<file path="src/verilog/yolo_write_pkg.sv">
package yolo_write_pkg;

   // widths
   localparam int data_w   = 32;
   localparam int addr_w   = 16;
   localparam int cnt_w    = 8;
   localparam int shift_w  = 5;
   localparam int credit_w = 3;

   // credits held after reset
   localparam logic [credit_w-1:0] rd_credits = 3'd4;
   localparam logic [credit_w-1:0] wr_credits = 3'd2;

   // extra right shift for negative values in leaky relu
   localparam int leaky_shift = 3;

   // host register map
   typedef enum logic [3:0] {
      rd_start  = 4'd0,
      rd_iter   = 4'd1,
      rd_per    = 4'd2,
      rd_shift  = 4'd3,
      rd_incr   = 4'd4,
      wr_start  = 4'd5,
      weight    = 4'd6,
      bias      = 4'd7,
      act_shift = 4'd8,
      // bit 0 bias enable, bit 1 leaky enable
      act_flags = 4'd9
   } cfg_reg_e;

   typedef struct packed {
      logic              valid;
      cfg_reg_e          addr;
      logic [data_w-1:0] data;
   } cfg_wr_t;

   typedef struct packed {
      logic [addr_w-1:0]        rd_start;
      logic [cnt_w-1:0]         rd_iter;
      logic [cnt_w-1:0]         rd_per;
      logic [addr_w-1:0]        rd_shift;
      logic [addr_w-1:0]        rd_incr;
      logic [addr_w-1:0]        wr_start;
      logic signed [data_w-1:0] weight;
      logic signed [data_w-1:0] bias;
      logic [shift_w-1:0]       act_shift;
      logic                     bias_en;
      logic                     leaky_en;
   } cfg_t;

   typedef struct packed {
      logic              valid;
      logic [addr_w-1:0] addr;
   } rd_req_t;

   typedef struct packed {
      logic              valid;
      logic [data_w-1:0] data;
   } rd_rsp_t;

   typedef struct packed {
      logic              valid;
      logic [addr_w-1:0] addr;
      logic [data_w-1:0] data;
   } wr_req_t;

endpackage

</file>
<file path="src/verilog/yolo_write_cfg.sv">
module yolo_write_cfg (
   input  logic                    clk,
   input  logic                    rst,
   input  yolo_write_pkg::cfg_wr_t cfg_wr,
   input  logic                    run,
   output yolo_write_pkg::cfg_t    cfg
);

   // working copy written by the host
   yolo_write_pkg::cfg_t work;

   always_ff @(posedge clk or posedge rst) begin
      if (rst) begin
         work <= '0;
      end else if (cfg_wr.valid) begin
         case (cfg_wr.addr)
            yolo_write_pkg::rd_start:
               work.rd_start <= cfg_wr.data[yolo_write_pkg::addr_w-1:0];
            yolo_write_pkg::rd_iter:
               work.rd_iter <= cfg_wr.data[yolo_write_pkg::cnt_w-1:0];
            yolo_write_pkg::rd_per:
               work.rd_per <= cfg_wr.data[yolo_write_pkg::cnt_w-1:0];
            yolo_write_pkg::rd_shift:
               work.rd_shift <= cfg_wr.data[yolo_write_pkg::addr_w-1:0];
            yolo_write_pkg::rd_incr:
               work.rd_incr <= cfg_wr.data[yolo_write_pkg::addr_w-1:0];
            yolo_write_pkg::wr_start:
               work.wr_start <= cfg_wr.data[yolo_write_pkg::addr_w-1:0];
            yolo_write_pkg::weight:
               work.weight <= cfg_wr.data;
            yolo_write_pkg::bias:
               work.bias <= cfg_wr.data;
            yolo_write_pkg::act_shift:
               work.act_shift <= cfg_wr.data[yolo_write_pkg::shift_w-1:0];
            yolo_write_pkg::act_flags: begin
               work.bias_en  <= cfg_wr.data[0];
               work.leaky_en <= cfg_wr.data[1];
            end
            default: begin
            end
         endcase
      end
   end

   // shadow copy frozen for the whole run
   always_ff @(posedge clk or posedge rst) begin
      if (rst) begin
         cfg <= '0;
      end else if (run) begin
         cfg <= work;
      end
   end

endmodule

</file>
<file path="src/verilog/yolo_read_gen.sv">
module yolo_read_gen (
   input  logic                    clk,
   input  logic                    rst,
   input  logic                    run,
   input  yolo_write_pkg::cfg_t    cfg,
   input  logic                    hold,
   input  logic                    rd_credit,
   output yolo_write_pkg::rd_req_t rd_req
);

   typedef enum logic {s_idle, s_busy} state_e;

   state_e                                state;
   logic [yolo_write_pkg::cnt_w-1:0]      win_cnt;
   logic [yolo_write_pkg::cnt_w-1:0]      word_cnt;
   logic [yolo_write_pkg::addr_w-1:0]     win_off;
   logic [yolo_write_pkg::addr_w-1:0]     word_off;
   logic [yolo_write_pkg::credit_w-1:0]   credits;
   logic                                  empty_cfg;
   logic                                  last_word;
   logic                                  last_win;
   logic                                  fire;

   assign empty_cfg = (cfg.rd_iter == '0) || (cfg.rd_per == '0);
   assign last_word = word_cnt == cfg.rd_per - 1'b1;
   assign last_win  = win_cnt == cfg.rd_iter - 1'b1;

   // a new window waits while results are still queued
   assign fire = (state == s_busy) && !empty_cfg && (credits != '0) &&
                 !((word_cnt == '0) && hold);

   assign rd_req.valid = fire;
   assign rd_req.addr  = cfg.rd_start + win_off + word_off;

   always_ff @(posedge clk or posedge rst) begin
      if (rst) begin
         credits <= yolo_write_pkg::rd_credits;
      end else begin
         case ({fire, rd_credit})
            2'b10:   credits <= credits - 1'b1;
            2'b01:   credits <= credits + 1'b1;
            default: credits <= credits;
         endcase
      end
   end

   always_ff @(posedge clk or posedge rst) begin
      if (rst) begin
         state    <= s_idle;
         win_cnt  <= '0;
         word_cnt <= '0;
         win_off  <= '0;
         word_off <= '0;
      end else if (run) begin
         state    <= s_busy;
         win_cnt  <= '0;
         word_cnt <= '0;
         win_off  <= '0;
         word_off <= '0;
      end else if (state == s_busy) begin
         if (empty_cfg) begin
            state <= s_idle;
         end else if (fire) begin
            if (last_word) begin
               word_cnt <= '0;
               word_off <= '0;
               win_cnt  <= win_cnt + 1'b1;
               win_off  <= win_off + cfg.rd_shift;
               if (last_win) begin
                  state <= s_idle;
               end
            end else begin
               word_cnt <= word_cnt + 1'b1;
               word_off <= word_off + cfg.rd_incr;
            end
         end
      end
   end

endmodule

</file>
<file path="src/verilog/yolo_write_addr.sv">
module yolo_write_addr (
   input  logic                              clk,
   input  logic                              rst,
   input  logic                              run,
   input  yolo_write_pkg::cfg_t              cfg,
   input  logic                              wr_credit,
   input  logic                              wr_take,
   output logic                              wr_slot,
   output logic [yolo_write_pkg::addr_w-1:0] wr_addr,
   output logic                              done
);

   typedef enum logic {s_idle, s_busy} state_e;

   state_e                                state;
   logic [yolo_write_pkg::cnt_w-1:0]      issued;
   logic [yolo_write_pkg::cnt_w-1:0]      next_issued;
   logic [yolo_write_pkg::credit_w-1:0]   credits;

   assign next_issued = wr_take ? issued + 1'b1 : issued;
   assign wr_slot     = credits != '0;
   assign wr_addr     = cfg.wr_start +
                        {{(yolo_write_pkg::addr_w - yolo_write_pkg::cnt_w){1'b0}}, issued};

   always_ff @(posedge clk or posedge rst) begin
      if (rst) begin
         credits <= yolo_write_pkg::wr_credits;
      end else begin
         case ({wr_take, wr_credit})
            2'b10:   credits <= credits - 1'b1;
            2'b01:   credits <= credits + 1'b1;
            default: credits <= credits;
         endcase
      end
   end

   // done goes up right after the last write is taken
   always_ff @(posedge clk or posedge rst) begin
      if (rst) begin
         state  <= s_idle;
         issued <= '0;
         done   <= 1'b0;
      end else if (run) begin
         state  <= s_busy;
         issued <= '0;
         done   <= 1'b0;
      end else if (state == s_busy) begin
         issued <= next_issued;
         if (next_issued == cfg.rd_iter) begin
            state <= s_idle;
            done  <= 1'b1;
         end
      end
   end

endmodule

</file>
<file path="src/verilog/yolo_act.sv">
module yolo_act (
   input  logic                              clk,
   input  logic                              rst,
   input  logic                              run,
   input  yolo_write_pkg::cfg_t              cfg,
   input  yolo_write_pkg::rd_rsp_t           rd_rsp,
   input  logic                              wr_slot,
   input  logic [yolo_write_pkg::addr_w-1:0] wr_addr,
   output logic                              hold,
   output logic                              wr_take,
   output yolo_write_pkg::wr_req_t           wr_req
);

   logic signed [yolo_write_pkg::data_w-1:0] acc;
   logic signed [yolo_write_pkg::data_w-1:0] prod;
   logic signed [yolo_write_pkg::data_w-1:0] sum;
   logic signed [yolo_write_pkg::data_w-1:0] biased;
   logic signed [yolo_write_pkg::data_w-1:0] scaled;
   logic signed [yolo_write_pkg::data_w-1:0] result;
   logic [yolo_write_pkg::cnt_w-1:0]         word_cnt;
   logic                                     win_end;

   // two-entry result queue
   logic [yolo_write_pkg::data_w-1:0]        q_data [2];
   logic                                     wr_ptr;
   logic                                     rd_ptr;
   logic [1:0]                               q_cnt;

   assign prod    = $signed(rd_rsp.data) * $signed(cfg.weight);
   // first word of a window restarts the sum
   assign sum     = (word_cnt == '0) ? prod : acc + prod;
   assign win_end = rd_rsp.valid && (word_cnt == cfg.rd_per - 1'b1);

   assign biased = cfg.bias_en ? sum + $signed(cfg.bias) : sum;
   assign scaled = biased >>> cfg.act_shift;
   assign result = (cfg.leaky_en && scaled[yolo_write_pkg::data_w-1]) ?
                   scaled >>> yolo_write_pkg::leaky_shift : scaled;

   assign hold    = q_cnt != 2'd0;
   assign wr_take = hold && wr_slot;

   assign wr_req.valid = wr_take;
   assign wr_req.addr  = wr_addr;
   assign wr_req.data  = q_data[rd_ptr];

   always_ff @(posedge clk or posedge rst) begin
      if (rst) begin
         word_cnt <= '0;
      end else if (run) begin
         word_cnt <= '0;
      end else if (rd_rsp.valid) begin
         if (win_end) begin
            word_cnt <= '0;
         end else begin
            word_cnt <= word_cnt + 1'b1;
         end
      end
   end

   always_ff @(posedge clk) begin
      if (rd_rsp.valid) begin
         acc <= sum;
      end
      if (win_end) begin
         q_data[wr_ptr] <= result;
      end
   end

   always_ff @(posedge clk or posedge rst) begin
      if (rst) begin
         wr_ptr <= 1'b0;
         rd_ptr <= 1'b0;
         q_cnt  <= 2'd0;
      end else begin
         if (win_end) begin
            wr_ptr <= ~wr_ptr;
         end
         if (wr_take) begin
            rd_ptr <= ~rd_ptr;
         end
         case ({win_end, wr_take})
            2'b10:   q_cnt <= q_cnt + 1'b1;
            2'b01:   q_cnt <= q_cnt - 1'b1;
            default: q_cnt <= q_cnt;
         endcase
      end
   end

endmodule

</file>
<file path="src/verilog/yolo_write.sv">
module yolo_write (
   input  logic                    clk,
   input  logic                    rst,
   input  yolo_write_pkg::cfg_wr_t cfg_wr,
   input  logic                    run,
   output yolo_write_pkg::rd_req_t rd_req,
   input  yolo_write_pkg::rd_rsp_t rd_rsp,
   input  logic                    rd_credit,
   output yolo_write_pkg::wr_req_t wr_req,
   input  logic                    wr_credit,
   output logic                    done
);

   yolo_write_pkg::cfg_t              cfg;
   logic                              hold;
   logic                              wr_slot;
   logic                              wr_take;
   logic [yolo_write_pkg::addr_w-1:0] wr_addr;

   yolo_write_cfg u_cfg (
      .clk    (clk),
      .rst    (rst),
      .cfg_wr (cfg_wr),
      .run    (run),
      .cfg    (cfg)
   );

   yolo_read_gen u_read_gen (
      .clk       (clk),
      .rst       (rst),
      .run       (run),
      .cfg       (cfg),
      .hold      (hold),
      .rd_credit (rd_credit),
      .rd_req    (rd_req)
   );

   // write side runs next to the reader
   yolo_write_addr u_write_addr (
      .clk       (clk),
      .rst       (rst),
      .run       (run),
      .cfg       (cfg),
      .wr_credit (wr_credit),
      .wr_take   (wr_take),
      .wr_slot   (wr_slot),
      .wr_addr   (wr_addr),
      .done      (done)
   );

   yolo_act u_act (
      .clk     (clk),
      .rst     (rst),
      .run     (run),
      .cfg     (cfg),
      .rd_rsp  (rd_rsp),
      .wr_slot (wr_slot),
      .wr_addr (wr_addr),
      .hold    (hold),
      .wr_take (wr_take),
      .wr_req  (wr_req)
   );

endmodule

</file>
<file path="config.mk">
export PLATFORM = sky130hd
export DESIGN_NAME = yolo_write
export DESIGN_NICKNAME = d
export VERILOG_FILES = /design/src/verilog/yolo_write_pkg.sv /design/src/verilog/yolo_write_cfg.sv /design/src/verilog/yolo_read_gen.sv /design/src/verilog/yolo_write_addr.sv /design/src/verilog/yolo_act.sv /design/src/verilog/yolo_write.sv
export SDC_FILE = /design/constraint.sdc
export NUM_CORES = 2
export LEC_CHECK = 0
export CAP_MARGIN = 20
export CORE_AREA = 2 2 276 278
export DETAILED_ROUTE_END_ITERATION = 7
export DIE_AREA = 0 0 278 280
export DONT_BUFFER_PORTS = 1
export GPL_ROUTABILITY_DRIVEN = 0
export PLACE_DENSITY_LB_ADDON = 0.3
export SLEW_MARGIN = 30
export SYNTH_ARGS = -nofsm -noshare
export SYNTH_HDL_FRONTEND = slang
export SYNTH_SLANG_ARGS = --single-unit
</file>
<file path="constraint.sdc">
create_clock -name clk -period 16.95 [get_ports clk]
set_input_delay 2.5425 -clock clk [delete_from_list [all_inputs] [get_ports clk]]
set_output_delay 2.5425 -clock clk [all_outputs]
set_load 0.02 [all_outputs]
</file>
==> impl_metrics.yaml <==
outcome:
  status: "finished clean"
route:
  wl_um: 115500
  initialDrtViolationCount: 2930
  wl_per_cell_um: 21.82
  drc: 0
  ant_nets: 0
  viasPerCell: 6.066
  vias: 32100
  firstDrtPassIters: 6
timing:
  finalHoldViolCount: 0
  worst_pin_slew_ns: 1.122
  clock_skew_ns: 0.09598
  grt_setup_unrepaired: "false"
  min_period_ns: 14.36
  finalSetupViolations: 0
  setup_tns_ns: 0
  finalCritPeriodShare_pct: 84.73
  fmax_mhz: 69.63
  slew_headroom_pct: 25.23
  slew_violations: 0
cts:
  clk_pin_slew_worst_paths_ns: 0.06
  cts_tree: "built"
  ctsResizeCount: 0
  post_cts.repair.setup_buffers: 0
  ctsHoldBuffers: 0
  cts.sinks: 475
  clkLatencyLatePin_ns: 0.68
  h-tree-depth: 2
  numCtsBuffers: 53
  clock_path_buffers: 3
  clockRootBuffer: "clkbuf_16"
yosys:
  async_flop_share_pct: 79.79
  ys_seq_elements: 475
  yosysTopAreaCell: "dfrtp_1"
  synthFlopType: "dfrtp_1"
  avgSynthCellArea_sq_um: 10.11
  synth_common_cells: "inv_1, fa_1, dfrtp_1"
  netlist_instances: 4394
  yosysSeqAreaShare_pct: 27.83
  synth_top_area_share_pct: 21.23
  synth_area_sq_um: 44440
  synth_cell_types: 99
  synthTopCellsByArea: "dfrtp_1, fa_1, mux2_2"
  yosysMostFrequentCell: "inv_1"
  synth_edf_count: 96
  yosys_warnings: 0
  syn-num-nets: 5179
cells_and_area:
  fin_area_sq_um: 47020
  nets: 5051
  area_growth_syn_to_layout_pct: 5.799
  fin_util_pct: 62.54
  drive_above_1_share_pct: 12.37
placement:
  placed_cell_area_sq_um: 45160
  dp_hpwl_um: 85670
  portBuffers: 0
critical_path:
  slowest_delay_ns: 0.55
  crit_buf_inv: 6
  path_max_fanout: 22
  reg2reg_from: "u_cfg.cfg[43]"
  reg2regPathDepth: 44
  crit_family: "adder cells"
  crit_top_cell: "fa_1"
  end_kind: "flip-flop"
  slowest_stage: "fa_1"
  rrSetupSlack_ns: 3.42
  worstPathRequired_ns: 17.31
  critical_path.startpoint_type: "primary input"
  critPathArrivalTime_ns: 14.72
  r2r-end: "u_act.q_data[1][5]"
  setup.worst_path.class: "primary input to flip-flop"
global_route:
  use_met3_pct: 5.787
  grt_pass1_wl_um: 184200
  first_global_vias: 32310
  grt_util_met1_pct: 42.07
  top_usage_layer: "met2"
  antenna_found_initial: 4
  grtUsageTotal_pct: 30.30
  grt_max_degree: 213
  gr-total-overflow: 0
  grt.met2_usage_pct: 48.31
worst_hold_path:
  worstHoldPathType: "flip-flop to flip-flop"
  hp-start: "u_cfg.work[135]"
  hold_path_end: "u_cfg.cfg[135]"
  whs_path_depth: 2
die:
  fp.dieH_um: 280
  io_pins: 142
  die-area_sq_um: 77840
  die_w_um: 278
  start_util_pct: 59.11
  coreArea_sq_um: 75190
  std_cell_rows: 101
run:
  cap_violations: 0
-- through the flow --
stage          setup slack (ns)  hold slack (ns)  cells
2_1_floorplan             3.620           0.4425   4394
3_3_place_gp              2.240           0.4576   5186
3_5_place_dp              2.117           0.4603   5188
4_1_cts                   2.779           0.4443   5287
5_1_grt                   1.900           0.4859   5290
6_report                  2.588           0.4416   5291
-- layout by cell type, fill, tap and decap left out, types with 88 or more instances in the layout --
master    count
fa_1        431
nand2_1     349
nor2_1      179
inv_1       546
xnor2_1     162
a21oi_1     141
o21ai_0     123
edfxtp_1     96
xor2_1       88
and2_1      359
ha_1        279
mux2_2      349
dfrtp_1     377
-- flip-flops by register name, indices dropped and copies added, names as in the netlist, 3 cells and up --
name and count:
u_act.acc 32, u_act.q_data 64, u_act.word_cnt 8, u_cfg.cfg 151, u_cfg.work 151, u_read_gen.credits 3
u_read_gen.win_cnt 8, u_read_gen.win_off 16, u_read_gen.word_cnt 8, u_read_gen.word_off 16, u_write_addr.credits 3, u_write_addr.issued 8
-- cells by family after synthesis --
family / synth area share [%]
simple gates: 12.77
flops: 27.83
compound gates: 9.316
xor+xnor: 5.051
fa+ha+maj: 27.27
mux: 11.21
buf+inv: 6.557
-- worst max-delay path by stage --
| stage | from | endpoint | cells past startpoint |
|---|---|---|---|
| after floorplan | rd_rsp[12] | u_act.q_data[0][5] | 43 |
| after global placement | rd_rsp[16] | u_act.q_data[0][8] | 41 |
| after detailed placement | rd_rsp[16] | u_act.q_data[0][11] | 41 |
| after CTS | rd_rsp[16] | u_act.q_data[1][17] | 42 |
| after global routing | rd_rsp[16] | u_act.q_data[0][5] | 42 |
| final | rd_rsp[16] | u_act.q_data[1][5] | 42 |
-- cell type report --
cell class                      count  area (sq um)
Antenna cell                        3         7.507
Clock buffer                       74          1475
Clock inverter                     25         337.8
Fill cell                        6052         28170
Inverter                          552          2085
Multi-Input combinational cell   3151         29200
Sequential cell                   475         12370
Tap cell                          978          1224
Timing Repair Buffer               33         324.1
-- layer usage --
layer / share of wire, % / vias to the layer above
li1: - / 14330
met3: 9.2 / 241
met2: 46 / 1353
met4: 3.6 / 4
met1: 41 / 16170
met5: 0.023 / -
-- worst register-to-register path: cells and delay by family, from the launching register on --
family | cells | cell delay (ns)
adder cells (fa/ha/maj) | 11 | 5.20
AO/OA/AOI/OAI | 11 | 2.41
multiplexers | 4 | 1.62
buffers and inverters | 8 | 1.42
AND/OR/NAND/NOR | 7 | 1.20
XOR/XNOR | 3 | 0.75
flip-flops | 1 | 0.65
Power is not shown: default switching activity piles up to over one toggle a cycle in this logic, so the estimate is an artifact.
